--- src/hdl/cpu_defs.svh ---
`ifndef CPU_DEFS_SVH
`define CPU_DEFS_SVH

`define WORD_SIZE 16
`define NUM_REGS 4
`define RESET_PC 16'h0000

// opcodes sit in inst[15:12].
`define OP_RTYPE 4'd15
`define OP_ADI 4'd4
`define OP_ORI 4'd5
`define OP_LHI 4'd6
`define OP_BEQ 4'd1
`define OP_JMP 4'd9

// function codes in inst[5:0] that only apply to OP_RTYPE.
`define FN_ADD 6'd0
`define FN_SUB 6'd1
`define FN_AND 6'd2
`define FN_ORR 6'd3
`define FN_NOT 6'd4
`define FN_WWD 6'd28
`define FN_HLT 6'd29

`endif

--- src/hdl/cpu_pkg.sv ---
`include "cpu_defs.svh"

package cpu_pkg;

	typedef logic [`WORD_SIZE-1:0] word_t;
	typedef logic [`WORD_SIZE-1:0] inst_t;
	typedef logic [$clog2(`NUM_REGS)-1:0] reg_idx_t;

	typedef enum logic [2:0]
	{
		ALU_ADD,
		ALU_SUB,
		ALU_AND,
		ALU_ORR,
		ALU_NOT,
		ALU_PASS_B,
		ALU_LHI,
		ALU_NONE
	} alu_op_e;

	typedef enum logic [1:0]
	{
		ST_RESET,
		ST_RUN,
		ST_DRAIN,
		ST_HALTED
	} ctrl_state_e;

	// valid must stay the first field since stage_latch clears the msb on flush.
	typedef struct packed
	{
		logic valid;
		word_t pc;
		inst_t inst;
	} ifid_t;

	typedef struct packed
	{
		logic valid;
		word_t pc;
		word_t a;
		word_t b;
		word_t imm; // branch offset or jump target bits.
		reg_idx_t dest;
		logic reg_write;
		alu_op_e alu_op;
		logic is_branch;
		logic is_jump;
		logic is_wwd;
		logic is_hlt;
	} idex_t;

	typedef struct packed
	{
		logic valid;
		word_t result;
		reg_idx_t dest;
		logic reg_write;
		logic is_wwd;
		logic is_hlt;
	} exwb_t;

endpackage

--- src/hdl/stage_latch.sv ---
module stage_latch #(
	parameter type T = logic
) (
	input logic clk,
	input logic arst_n,
	input logic stall,
	input logic flush,
	input T d,
	output T q
);

	localparam int VALID_BIT = $bits(T) - 1; // valid is the msb of every stage bundle.

	always_ff @(posedge clk or negedge arst_n)
	begin
		if (!arst_n)
			q <= '0;
		else if (flush)
			q[VALID_BIT] <= 1'b0; // bubble with the payload left as is.
		else if (!stall)
			q <= d;
	end

endmodule

--- src/hdl/decode_unit.sv ---
`include "cpu_defs.svh"

module decode_unit import cpu_pkg::*; (
	input logic clk,
	input logic arst_n,
	input ifid_t ifid,
	input exwb_t wb,
	input reg_idx_t ex_dest,
	input logic ex_write,
	output idex_t idex,
	output logic hazard,
	output logic hlt_seen
);

	word_t regs [`NUM_REGS];
	logic [3:0] opcode;
	logic [5:0] funct;
	reg_idx_t rs;
	reg_idx_t rt;
	reg_idx_t rd;
	word_t rs_val;
	word_t rt_val;
	word_t imm_s;
	word_t imm_z;
	logic wb_write;
	logic use_rs;
	logic use_rt;

	assign opcode = ifid.inst[15:12];
	assign rs = ifid.inst[11:10];
	assign rt = ifid.inst[9:8];
	assign rd = ifid.inst[7:6];
	assign funct = ifid.inst[5:0];
	assign imm_s = {{(`WORD_SIZE-8){ifid.inst[7]}}, ifid.inst[7:0]};
	assign imm_z = {{(`WORD_SIZE-8){1'b0}}, ifid.inst[7:0]};

	assign wb_write = wb.valid && wb.reg_write;

	always_ff @(posedge clk or negedge arst_n)
	begin
		if (!arst_n)
		begin
			for (int i = 0; i < `NUM_REGS; i++)
				regs[i] <= '0;
		end
		else if (wb_write)
			regs[wb.dest] <= wb.result;
	end

	// write-before-read.
	assign rs_val = (wb_write && wb.dest == rs) ? wb.result : regs[rs];
	assign rt_val = (wb_write && wb.dest == rt) ? wb.result : regs[rt];

	always_comb
	begin
		idex = '0;
		idex.valid = ifid.valid;
		idex.pc = ifid.pc;
		idex.a = rs_val;
		idex.b = rt_val;
		idex.imm = imm_s;
		idex.dest = rt;
		idex.alu_op = ALU_NONE;
		use_rs = 1'b1;
		use_rt = 1'b0;
		case (opcode)
			`OP_RTYPE:
			begin
				idex.dest = rd;
				idex.reg_write = 1'b1;
				use_rt = 1'b1;
				case (funct)
					`FN_ADD: idex.alu_op = ALU_ADD;
					`FN_SUB: idex.alu_op = ALU_SUB;
					`FN_AND: idex.alu_op = ALU_AND;
					`FN_ORR: idex.alu_op = ALU_ORR;
					`FN_NOT:
					begin
						idex.alu_op = ALU_NOT;
						use_rt = 1'b0;
					end
					`FN_WWD:
					begin
						idex.alu_op = ALU_PASS_B;
						idex.b = rs_val; // the port value rides on b.
						idex.reg_write = 1'b0;
						idex.is_wwd = 1'b1;
						use_rt = 1'b0;
					end
					`FN_HLT:
					begin
						idex.reg_write = 1'b0;
						idex.is_hlt = 1'b1;
						use_rs = 1'b0;
						use_rt = 1'b0;
					end
					default:
					begin
						idex.reg_write = 1'b0;
						use_rs = 1'b0;
						use_rt = 1'b0;
					end
				endcase
			end
			`OP_ADI:
			begin
				idex.alu_op = ALU_ADD;
				idex.b = imm_s;
				idex.reg_write = 1'b1;
			end
			`OP_ORI:
			begin
				idex.alu_op = ALU_ORR;
				idex.b = imm_z;
				idex.reg_write = 1'b1;
			end
			`OP_LHI:
			begin
				idex.alu_op = ALU_LHI;
				idex.b = imm_z;
				idex.reg_write = 1'b1;
				use_rs = 1'b0;
			end
			`OP_BEQ:
			begin
				idex.is_branch = 1'b1;
				use_rt = 1'b1;
			end
			`OP_JMP:
			begin
				idex.is_jump = 1'b1;
				idex.imm = {{(`WORD_SIZE-12){1'b0}}, ifid.inst[11:0]};
				use_rs = 1'b0;
			end
			default: use_rs = 1'b0;
		endcase
	end

	// only the producer in execute can still be ahead of the register file.
	assign hazard = ifid.valid && ex_write &&
		((use_rs && ex_dest == rs) || (use_rt && ex_dest == rt));
	assign hlt_seen = ifid.valid && idex.is_hlt;

endmodule

--- src/hdl/exec_unit.sv ---
`include "cpu_defs.svh"

module exec_unit import cpu_pkg::*; (
	input idex_t idex,
	output exwb_t exwb,
	output logic redirect,
	output word_t redirect_pc
);

	localparam int HALF = `WORD_SIZE / 2;

	word_t result;
	logic taken;

	always_comb
	begin
		case (idex.alu_op)
			ALU_ADD: result = idex.a + idex.b;
			ALU_SUB: result = idex.a - idex.b;
			ALU_AND: result = idex.a & idex.b;
			ALU_ORR: result = idex.a | idex.b;
			ALU_NOT: result = ~idex.a;
			ALU_PASS_B: result = idex.b;
			ALU_LHI: result = {idex.b[HALF-1:0], {HALF{1'b0}}};
			default: result = '0;
		endcase
	end

	assign taken = idex.is_jump || (idex.is_branch && idex.a == idex.b);
	assign redirect = idex.valid && taken;

	always_comb
	begin
		if (idex.is_jump)
			redirect_pc = {idex.pc[`WORD_SIZE-1:12], idex.imm[11:0]}; // page-local jump.
		else
			redirect_pc = idex.pc + word_t'(1) + idex.imm;
	end

	always_comb
	begin
		exwb.valid = idex.valid;
		exwb.result = result;
		exwb.dest = idex.dest;
		exwb.reg_write = idex.reg_write;
		exwb.is_wwd = idex.is_wwd;
		exwb.is_hlt = idex.is_hlt;
	end

endmodule

--- src/hdl/core_ctrl.sv ---
module core_ctrl import cpu_pkg::*; (
	input logic clk,
	input logic arst_n,
	input logic hazard,
	input logic hlt_seen,
	input logic redirect,
	input logic wb_hlt,
	output logic fetch_en,
	output logic stall_ifid,
	output logic flush,
	output logic halted
);

	ctrl_state_e state;
	ctrl_state_e state_next;
	logic hlt_take;

	// a halt sitting behind a taken branch is on the wrong path.
	assign hlt_take = hlt_seen && !redirect;

	always_ff @(posedge clk or negedge arst_n)
	begin
		if (!arst_n)
			state <= ST_RESET;
		else
			state <= state_next;
	end

	always_comb
	begin
		state_next = state;
		case (state)
			ST_RESET: state_next = ST_RUN;
			ST_RUN:
			begin
				if (hlt_take)
					state_next = ST_DRAIN;
			end
			ST_DRAIN:
			begin
				if (wb_hlt)
					state_next = ST_HALTED;
			end
			default: state_next = ST_HALTED; // only reset leaves.
		endcase
	end

	assign flush = redirect;
	assign stall_ifid = hazard && !flush;
	// stop fetching in the same cycle hlt is decoded.
	assign fetch_en = (state == ST_RUN) && !hlt_take;
	assign halted = (state == ST_HALTED);

endmodule

--- src/hdl/retire_counter.sv ---
module retire_counter import cpu_pkg::*; (
	input logic clk,
	input logic arst_n,
	input logic retire,
	output word_t count
);

	always_ff @(posedge clk or negedge arst_n)
	begin
		if (!arst_n)
			count <= '0;
		else if (retire)
			count <= count + word_t'(1); // wraps.
	end

endmodule

--- src/hdl/pipe_core.sv ---
`include "cpu_defs.svh"

module pipe_core import cpu_pkg::*; (
	input logic clk,
	input logic arst_n,
	output word_t inst_addr,
	input inst_t inst_data,
	output word_t output_port,
	output logic output_valid,
	output logic halted,
	output word_t num_inst
);

	word_t pc;
	ifid_t ifid_d;
	ifid_t ifid_q;
	idex_t idex_d;
	idex_t idex_q;
	exwb_t exwb_d;
	exwb_t exwb_q;
	logic fetch_en;
	logic stall_ifid;
	logic flush;
	logic hazard;
	logic hlt_seen;
	logic redirect;
	word_t redirect_pc;

	always_ff @(posedge clk or negedge arst_n)
	begin
		if (!arst_n)
			pc <= `RESET_PC;
		else if (flush)
			pc <= redirect_pc;
		else if (fetch_en && !stall_ifid)
			pc <= pc + word_t'(1);
	end

	assign inst_addr = pc;
	assign ifid_d = '{valid: fetch_en, pc: pc, inst: inst_data};

	stage_latch #(.T(ifid_t)) u_ifid_latch (
		.clk(clk),
		.arst_n(arst_n),
		.stall(stall_ifid),
		.flush(flush),
		.d(ifid_d),
		.q(ifid_q)
	);

	decode_unit u_decode (
		.clk(clk),
		.arst_n(arst_n),
		.ifid(ifid_q),
		.wb(exwb_q),
		.ex_dest(idex_q.dest),
		.ex_write(idex_q.valid && idex_q.reg_write),
		.idex(idex_d),
		.hazard(hazard),
		.hlt_seen(hlt_seen)
	);

	// a decode stall leaves a bubble behind in execute.
	stage_latch #(.T(idex_t)) u_idex_latch (
		.clk(clk),
		.arst_n(arst_n),
		.stall(1'b0),
		.flush(flush || stall_ifid),
		.d(idex_d),
		.q(idex_q)
	);

	exec_unit u_exec (
		.idex(idex_q),
		.exwb(exwb_d),
		.redirect(redirect),
		.redirect_pc(redirect_pc)
	);

	stage_latch #(.T(exwb_t)) u_exwb_latch (
		.clk(clk),
		.arst_n(arst_n),
		.stall(1'b0),
		.flush(1'b0),
		.d(exwb_d),
		.q(exwb_q)
	);

	core_ctrl u_ctrl (
		.clk(clk),
		.arst_n(arst_n),
		.hazard(hazard),
		.hlt_seen(hlt_seen),
		.redirect(redirect),
		.wb_hlt(exwb_q.valid && exwb_q.is_hlt),
		.fetch_en(fetch_en),
		.stall_ifid(stall_ifid),
		.flush(flush),
		.halted(halted)
	);

	retire_counter u_retire (
		.clk(clk),
		.arst_n(arst_n),
		.retire(exwb_q.valid),
		.count(num_inst)
	);

	assign output_port = exwb_q.result;
	assign output_valid = exwb_q.valid && exwb_q.is_wwd;

endmodule

--- config.mk ---
export PLATFORM = sky130hd
export DESIGN_NAME = pipe_core
export DESIGN_NICKNAME = d
export VERILOG_FILES = /design/src/hdl/cpu_pkg.sv /design/src/hdl/stage_latch.sv /design/src/hdl/decode_unit.sv /design/src/hdl/exec_unit.sv /design/src/hdl/core_ctrl.sv /design/src/hdl/retire_counter.sv /design/src/hdl/pipe_core.sv
export VERILOG_INCLUDE_DIRS = /design/src /design/src/hdl
export SDC_FILE = /design/constraint.sdc
export NUM_CORES = 1
export LEC_CHECK = 0
export BUFFER_PORTS_ARGS = -buffer_cell sky130_fd_sc_hd__buf_2
export CORE_ASPECT_RATIO = 1.75
export CORE_MARGIN = 1
export CORE_UTILIZATION = 50
export CTS_BUF_LIST = sky130_fd_sc_hd__clkbuf_4 sky130_fd_sc_hd__clkbuf_8 sky130_fd_sc_hd__clkbuf_16
export DETAILED_ROUTE_END_ITERATION = 7
export HOLD_SLACK_MARGIN = 0.15
export PLACE_DENSITY = 0.64
export SLEW_MARGIN = 20
export SYNTH_ARGS = -nofsm -noshare
export SYNTH_HDL_FRONTEND = slang
export SYNTH_HIERARCHICAL = 1
export SYNTH_SLANG_ARGS = --single-unit
--- constraint.sdc ---
create_clock -name clk -period 4.5 [get_ports clk]
set_clock_uncertainty 0.2 [all_clocks]
set_input_delay 0.225 -clock clk [delete_from_list [all_inputs] [get_ports clk]]
set_output_delay 0.225 -clock clk [all_outputs]
set_load 0.01 [all_outputs]
Yosys cells after proc, flatten, opt, wreduce, memory -nomap -nowiden
Index checks and enable logic that the tools add are counted.
{ "totals": {"reg_bits": 228, "input_bits": 18, "output_inout_bits": 50, "wordCells": 147} }
{ "op_classes": {"add_sub_neg": 6, "order_cmp": 4, "eq_ne": 29, "mux": 37, "bitwise_logic": 8, "reduce_logical": 35} }
{ "op_table": {"columns": ["cell", "count"], "rows": [
  ["two-way mux 16 bit", 12],
  ["case mux 16 bit (7 select lines)", 1],
  ["binary-select mux 16 bit (select 2 bit)", 2],
  ["bitwise mux 64 bit", 1],
  ["adder 16 x 1 -> 16 bit (second input constant)", 3],
  ["case mux 16 bit (3 select lines)", 1],
  ["two-way mux 33 bit", 1],
  ["adder 16 bit", 2],
  ["demux 16 bit (select 2 bit)", 1],
  ["logical AND 1 bit", 18],
  ["case mux 3 bit (6 select lines)", 1],
  ["AND 16 bit", 1],
  ["== test 16 bit", 1],
  ["inverter 16 bit", 1],
  ["OR 16 bit", 1],
  ["case mux 4 bit (4 select lines)", 1],
  ["subtractor 16 bit", 1],
  ["== test 4 x 3 -> 1 bit (second input constant)", 3],
  ["== test 6 x 2 -> 1 bit (second input constant)", 2],
  ["== test 6 x 5 -> 1 bit (second input constant)", 2],
  ["== test 3 bit (second input constant)", 3],
  [">= comparator 3 bit (second input constant)", 3],
  ["two-way mux 1 bit", 9],
  ["inverter 2 -> 3 bit", 3],
  ["27 further kinds", 45]
]} }

Longest topological paths before layout
Gate-level depths: netlist (run 1).
{ "logic_depth": {"ltp_word": 12, "ltp_mapped": 15, "depth_no_buf": 13} }

By module
The synthesis (run 1) kept the hierarchy.
{ "by_module_without_submodules": {"columns": ["module", "instances", "cells_each", "area_per_inst_um2"], "rows": [
  ["decode_unit", 1, 362, 4560.6],
  ["exec_unit", 1, 546, 3657.3],
  ["stage_latch (u_idex_latch)", 1, 160, 3103.0],
  ["stage_latch (u_ifid_latch)", 1, 71, 1357.6],
  ["pipe_core", 1, 104, 969.7],
  ["stage_latch (u_exwb_latch)", 1, 48, 917.1],
  ["retire_counter", 1, 56, 695.7],
  ["core_ctrl", 1, 11, 120.1]
]} }

Worst setup path after synthesis (run 1)
No wires, ideal clock.
{ "synth_path": {"kind": "reg2reg", "from": "register u_idex_latch/q[35] in the netlist's numbering", "to": "register u_idex_latch/q[10] in the netlist's numbering", "setup_time_ns": 0.125, "t_arrival_ns": 3.344, "path_slack_ns": 0.831, "path_stages_with_launch": 15, "path_buffers": 6, "synth_period_minus_slack_ns": 3.669, "cell_sequence": "dfrtp_1 -> inv_1 -> ha_1 -> clkbuf_1 -> nor4_1 -> nand4_1 -> a21boi_0 -> buf_4 -> clkbuf_1 -> clkbuf_1 -> or2_2 -> nor2_2 -> buf_12 -> buf_12 -> mux2_4"} }
{ "synth_via": {"elab_chain_len": 7} }
{ "synth_rtl": {"columns": ["item", "line_no", "text"], "rows": [
  ["from (decl)", "stage_latch.sv:9", "output T q"],
  ["from (signal assigned)", "stage_latch.sv:17", "q <= '0;"],
  ["from (signal, indexed assignment)", "stage_latch.sv:19", "q[VALID_BIT] <= 1'b0;"],
  ["from (signal assigned)", "stage_latch.sv:21", "q <= d;"],
  ["== test 16 bit (*)", "exec_unit.sv:29", "assign taken = idex.is_jump || (idex.is_branch && idex.a == idex.b);"],
  ["logical AND 1 bit (*)", "exec_unit.sv:29", null],
  ["logical OR 1 bit (*)", "exec_unit.sv:29", null],
  ["logical AND 1 bit (*)", "exec_unit.sv:30", "assign redirect = idex.valid && taken;"],
  ["net redirect", "pipe_core.sv:26", "logic redirect;"],
  ["logical NOT 1 bit", "core_ctrl.sv:49", "assign stall_ifid = hazard && !flush;"],
  ["logical AND 1 bit", "core_ctrl.sv:49", null],
  ["logical OR 1 bit (*)", "pipe_core.sv:68", ".flush(flush || stall_ifid),"]
]} }
Mark *: on every way through the listed nets, which the timed path passes. The rest lies on a longest branch.
A chain may end at the register's enable or synchronous reset.

Worst setup path after layout (run 1)
{ "layout_path": {"from": "register u_idex_latch/q[39] in the netlist's numbering", "to": "register u_idex_latch/q[37] in the netlist's numbering"} }
{ "layout_via": {"elab_chain_len": 7} }
{ "layout_rtl": {"columns": ["item", "line_no", "text"], "rows": [
  ["== test 16 bit", "exec_unit.sv:29", null],
  ["logical AND 1 bit", "exec_unit.sv:29", null],
  ["logical OR 1 bit", "exec_unit.sv:29", null],
  ["logical AND 1 bit", "exec_unit.sv:30", null],
  ["net redirect", "pipe_core.sv:26", null],
  ["logical NOT 1 bit", "core_ctrl.sv:49", null],
  ["logical AND 1 bit", "core_ctrl.sv:49", null],
  ["net stall_ifid", "pipe_core.sv:22", "logic stall_ifid;"],
  ["logical OR 1 bit", "pipe_core.sv:68", null]
]} }
The timed path passes the listed nets, and every way through them passes these cells.

==> out/qor.yml, run 1 <==
worst_setup_path:
  critPathCapture: "u_idex_latch/q[37]"
  required_ns: 4.70
  crit_fanout: 15
  crit_family: "simple AND/OR/NAND/NOR gates"
  reg2reg_to: "u_idex_latch/q[37]"
  r2r_start: "u_idex_latch/q[39]"
  ff2ff_path_depth: 10
  startpoint_type: "flip-flop"
  end_kind: "flip-flop"
  slowest_delay_ns: 0.59
  regToRegSetupSlack_ns: 0.31
  arrival_ns: 4.38
  crit_chain: "inv_1 -> ha_1 -> nor4_1 -> nand4_1 -> a21boi_4 -> and2b_2 -> or2_2 -> nor2_4 -> buf_4 -> mux2_4"
  worstSetupPathType: "flip-flop to flip-flop"
  cp.depth: 10
  critPathLaunch: "u_idex_latch/q[39]"
  worst_path_max_delay_cell: "nor4_1"
  crit_buf_inv: 2
timing:
  max_freq_mhz: 238.9
  min_period_ns: 4.186
  tightestPinTransition_ns: 1.053
  slew_violations: 0
  max-slew-margin-rel_pct: 29.55
  rsz0062_at_grt: "no"
  setup_viol_count_final: 0
  period_share_pct: 93.02
  fin_setup_tns_ns: 0
  hold_viol_final: 0
floorplan:
  die_x_um: 134.6
  pin_count: 68
  core-area_um2: 30160
  start_util_pct: 50.99
  rows: 84
  die-area_um2: 31500
  die_y_um: 234.0
final_layout:
  syn_to_final_growth_pct: 9.013
  nets: 1497
  nFillCells: 2531
  drive_gt1_share_pct: 30.47
  mostFrequentLayoutCell: "dfrtp_1"
  final_cell_mix: "227 x dfrtp_1, 120 x mux2_4, 90 x mux2_2"
  post-route-util_pct: 55.59
  seq_area_um2: 5707
  n_antenna_cell: 0
  multi_input_area_um2: 8657
outcome:
  status: "finished, final reports clean"
cts:
  clockRootBuffer: "clkbuf_16"
  cts_resized: 0
  cts.reportedPaths.clkPinSlew_ns: 0.07
  htree_levels: 1
  post-cts-setup-buffers: 0
  cts_buffers: 23
  cts_buffer_depth: 3
  cts_tree: "built"
  clk_latency_ns: 0.52
  cts_sinks: 228
synth:
  synthArstFlopShare_pct: 100.0
  syn_area_per_cell_um2: 11.33
  ys_seq_area_share_pct: 37.09
  synth-main-ff-cell: "dfrtp_1"
  synth_cell_types: 92
  ys_ff_latch: 228
  synth_edf_count: 0
  yosysWarnings: 6
  synth_cells: 1358
  syn_area_um2: 15380
power_and_ir_drop:
  p_total_uw: 10950
  peakVddDrop_mv: 0.4570
  p_leak_uw: 0.007754
  p_per_area_nw_per_um2: 653.1
routing:
  routed_wl_um: 39890
  drc_errors: 0
  viasPerCell: 5.999
  first_pass_iters: 6
  drt_iter0_drc: 573
  wl_per_cell_um: 22.06
  vias: 10850
  ant_nets: 0
global_route:
  grt_max_degree: 104
  grt_pass1_vias: 11130
  grt_usage_pct: 25.93
  antenna_found_initial: 0
  grt_pass1_wl_um: 62470
  overflow: 0
hold_path:
  min_path_type: "flip-flop to flip-flop"
placed_design:
  gp_congestion: 0.9599
  hpwl_um: 29520
  port_buffers: 67
job:
  maxCapViolCount: 0
==> through the flow <==
step           hold slack [ns]  area (um^2)  instances  setup slack (ns)
6_report                0.2763        16770       1808            0.3140
5_1_grt                 0.2764        16770       1808            0.1570
4_1_cts                 0.2531        16770       1808            0.3342
3_5_place_dp            0.1045        15770       1751            0.3535
3_3_place_gp            0.1034        15770       1751            0.4654
2_1_floorplan          -0.2706        15400       1363            0.8305
==> power by group <==
| part | internal [uW] | switching, uW |
|---|---|---|
| Clock | 1280 | 816 |
| Sequential | 2710 | 885 |
| Combinational | 2570 | 2690 |
==> flip-flops by register name, summed over array words and instances, names as in the netlist <==
register / cells
inst_addr: 16
u_ctrl/state: 2
u_decode/regs: 64
u_exwb_latch/q: 22
u_idex_latch/q: 75
u_ifid_latch/q: 33
u_retire/count: 16
==> worst reg2reg max path: cells and delay by family (launching register included) <==
kind | cells | cell delay, ns
flip-flops | 1 | 0.40
AO/OA/AOI/OAI | 1 | 0.30
buffers and inverters | 2 | 0.45
adder cells (fa/ha/maj) | 1 | 0.42
multiplexers | 1 | 0.34
AND/OR/NAND/NOR | 5 | 1.97
==> cells in the mapped netlist (17+ instances only) <==
cell	count	share of area [%]
xnor2_1	34	1.9
nand3_1	17	0.55
buf_4	39	1.9
mux2_2	90	6.6
clkbuf_1	22	0.54
inv_1	68	1.7
ha_1	68	5.5
nor2_1	66	1.6
dfrtp_1	228	37
nor3_1	22	0.72
o21ai_0	68	2.2
mux2_4	120	12
buf_2	20	0.65
a21oi_1	63	2.0
mux4_2	31	4.5
mux2i_1	20	1.3
a221o_1	17	1.1
nand2_1	88	2.1
==> cells by family (layout without fill, tap and decap cells) <==
| logic type | count (synthesis) | after routing | share of synthesized area, % |
|---|---|---|---|
| buffers and inverters | 172 | 230 | 6.849 |
| muxes | 270 | 270 | 24.90 |
| xor gates and xnor gates | 48 | 48 | 2.831 |
| adders and majority gates | 71 | 71 | 5.922 |
| other | 1 | 6 | 0.02438 |
| AOI/OAI and AO/OA | 269 | 269 | 11.83 |
| DFF | 228 | 228 | 37.09 |
| and+or+nand+nor | 299 | 299 | 10.55 |
==> cell type report <==
| cell class | instances | share of cell area, % |
|---|---|---|
| inverters | 68 | 1.522 |
| repair buffers | 124 | 5.119 |
| clock buffers | 29 | 3.776 |
| multi-input cells | 963 | 51.63 |
| flip-flops and latches | 228 | 34.03 |
| well taps | 387 | 2.888 |
| clock inverters | 9 | 1.030 |
==> per-layer routing <==
layer / part of all wire [%] / GRT usage [%]
met2: 54 / 48.59
met1: 36 / 27.44
met4: 6.4 / 16.43
met3: 3.4 / 2.724
met5: 0 / 0
==> worst min path at each step <==
stage / slack [ns] / cells past startpoint / startpoint / end
3_3_place_gp: 0.10 / 1 / arst_n / u_retire/count[5]
2_1_floorplan: -0.27 / 0 / arst_n / inst_addr[0]
3_5_place_dp: 0.10 / 1 / arst_n / u_retire/count[5]
4_1_cts: 0.25 / 3 / inst_data[5] / u_ifid_latch/q[5]
5_1_grt: 0.28 / 3 / inst_data[2] / u_ifid_latch/q[2]
6_report: 0.28 / 1 / u_retire/count[15] / u_retire/count[15]
==> repair_timing <==
| item | CTS | global route |
|---|---|---|
| endpoints found under the hold margin | 119 | 0 |
| endpoints found under the setup margin | 0 | 0 |
| hold buffers | 19 | 0 |
No activity file was read; power rests on OpenSTA's default activity.
==> inputs of run 2 (changes only) <==
--- a/config.mk
+++ b/config.mk
@@ -9,11 +9,11 @@
 export BUFFER_PORTS_ARGS = -buffer_cell sky130_fd_sc_hd__buf_2
 export CORE_ASPECT_RATIO = 1.75
 export CORE_MARGIN = 1
-export CORE_UTILIZATION = 50
+export CORE_UTILIZATION = 60
 export CTS_BUF_LIST = sky130_fd_sc_hd__clkbuf_4 sky130_fd_sc_hd__clkbuf_8 sky130_fd_sc_hd__clkbuf_16
 export DETAILED_ROUTE_END_ITERATION = 7
 export HOLD_SLACK_MARGIN = 0.15
-export PLACE_DENSITY = 0.64
+export PLACE_DENSITY = 0.75
 export SLEW_MARGIN = 20
 export SYNTH_ARGS = -nofsm -noshare
 export SYNTH_HDL_FRONTEND = slang
==> out/qor.yml, run 2 (synthesis results as in run 1) <==
worst_setup_path:
  crit_family: "simple AND/OR/NAND/NOR gates"
  crit_buf_inv: 3
  critPathMostFrequentCell: "buf_12"
  worstSetupPathType: "flip-flop to flip-flop"
  crit_fanout: 19
  regToRegSetupSlack_ns: 0.39
  required_ns: 4.70
  crit_chain: "inv_1 -> ha_1 -> nor4_1 -> nand4_1 -> a21boi_4 -> and2b_2 -> or2_2 -> nor2_4 -> buf_12 -> buf_12 -> mux2_2"
  slowest_delay_ns: 0.55
  startpoint_type: "flip-flop"
  r2r_start: "u_idex_latch/q[35]"
  end_kind: "flip-flop"
  worst_path_max_delay_cell: "nor4_1"
  critPathLaunch: "u_idex_latch/q[35]"
  arrival_ns: 4.32
floorplan:
  die_y_um: 213.8
  pin_count: 68
  rows: 77
  start_util_pct: 60.93
  die_x_um: 123.0
  die-area_um2: 26300
  core-area_um2: 25240
cts:
  htree_levels: 1
  cts_buffers: 23
  cts_tree: "built"
  cts_resized: 0
  cts_sinks: 228
  clockRootBuffer: "clkbuf_16"
  cts_hold_buf: 17
  post-cts-setup-buffers: 0
  cts_buffer_depth: 3
  clk_latency_ns: 0.53
  cts.reportedPaths.clkPinSlew_ns: 0.08
final_layout:
  multi_input_area_um2: 8663
  reg_top3: "u_idex_latch/q (75), u_decode/regs (64), u_ifid_latch/q (33)"
  final_cell_mix: "227 x dfrtp_1, 120 x mux2_4, 90 x mux2_2"
  seq_area_um2: 5707
  largest_reg_flops: 75
  post-route-util_pct: 65.87
  drive_gt1_share_pct: 30.51
  mostFrequentLayoutCell: "dfrtp_1"
  nFillCells: 1954
  nets: 1494
  n_antenna_cell: 0
  regMostFlops: "u_idex_latch/q"
  syn_to_final_growth_pct: 8.102
routing:
  routed.top_layer: "met4"
  vias: 11110
  ant_nets: 0
  dr_wl_met3_um: 1496
  viasPerCell: 6.402
  first_pass_iters: 5
  routedLengthMet1_um: 14150
  drt_iter0_drc: 743
  routed-wl-met2_um: 21210
  routed_wl_um: 39740
  wl_per_cell_um: 22.91
  drc_errors: 0
timing:
  slew_violations: 0
  fin_setup_tns_ns: 0
  max-slew-margin-rel_pct: 26.00
  tightestPinTransition_ns: 1.107
  hold_viol_final: 0
  max_freq_mhz: 243.2
  setup_viol_count_final: 0
  rsz0062_at_grt: "no"
  min_period_ns: 4.111
  period_share_pct: 91.36
global_route:
  antenna_found_initial: 0
  grt_pass1_vias: 11700
  grt_pass1_wl_um: 62800
  overflow: 0
  grt_max_degree: 111
  grt_usage_pct: 31.47
power_and_ir_drop:
  p_leak_uw: 0.007720
  p_per_area_nw_per_um2: 652.7
  peakVddDrop_mv: 0.4802
hold_path:
  min_path_type: "input pin to asynchronous set/reset pin"
placed_design:
  hpwl_um: 28900
  port_buffers: 67
  gp_congestion: 1.056
outcome:
  status: "finished, final reports clean"
job:
  maxCapViolCount: 0
run 2: changes by cell type in the layout (fill, tap and decap cells not counted), sizes merged:
cell and change:
bufinv -4, inv +3, clkinvlp +2, dlygate4sd3 -2, buf -1
run 2: final cells by class:
class,instances,area share (%)
Clock buffer,29,3.845
Multi-Input combinational cell,963,52.10
Inverter,68,1.535
Clock inverter,10,0.5945
Timing Repair Buffer,121,5.222
Tap cell,316,2.378
Sequential cell,228,34.32
run 2: metrics by stage:
step	hold slack (ns)	instances	power, uW	area (um^2)	setup slack (ns)
6_report	0.1455	1735	10850	16630	0.3888
5_1_grt	0.2427	1735	11500	16630	0.1397
3_5_place_dp	0.1640	1679	8819	15720	0.4351
2_1_floorplan	-0.2706	1363	7486	15400	0.8305
3_3_place_gp	0.1465	1679	8651	15720	0.5491
4_1_cts	0.1930	1735	10790	16630	0.4091
run 2: metal layers:
layer	vias to the layer above	track usage (%)
met3	172	3.404
met5	-	0
met4	0	21.35
met1	5579	33.49
met2	364	57.52
li1	4992	-
run 2: path summary, 6_finish.rpt:
path | endpoint | cells past startpoint
setup / recovery | u_idex_latch/q[72] | 11
hold / removal | u_exwb_latch/q[18] | 2
setup reg to reg | u_idex_latch/q[72] | 11
hold reg to reg | u_retire/count[15] | 1
max in group asynchronous | u_exwb_latch/q[9] | 3
min in group clk | u_retire/count[15] | 1
run 2: power by group:
part / total (uW) / internal, uW / switching [uW]
Sequential: 3610 / 2710 / 897
Combinational: 5320 / 2570 / 2750
Clock: 1920 / 1070 / 847
run 2: worst reg2reg max path, cell delays in order (launching register included):
cell and delay (ns):
dfrtp_1 0.44, inv_1 0.09, ha_1 0.41, nor4_1 0.55, nand4_1 0.34, a21boi_4 0.29
and2b_2 0.30, or2_2 0.33, nor2_4 0.25, buf_12 0.24, buf_12 0.21, mux2_2 0.35
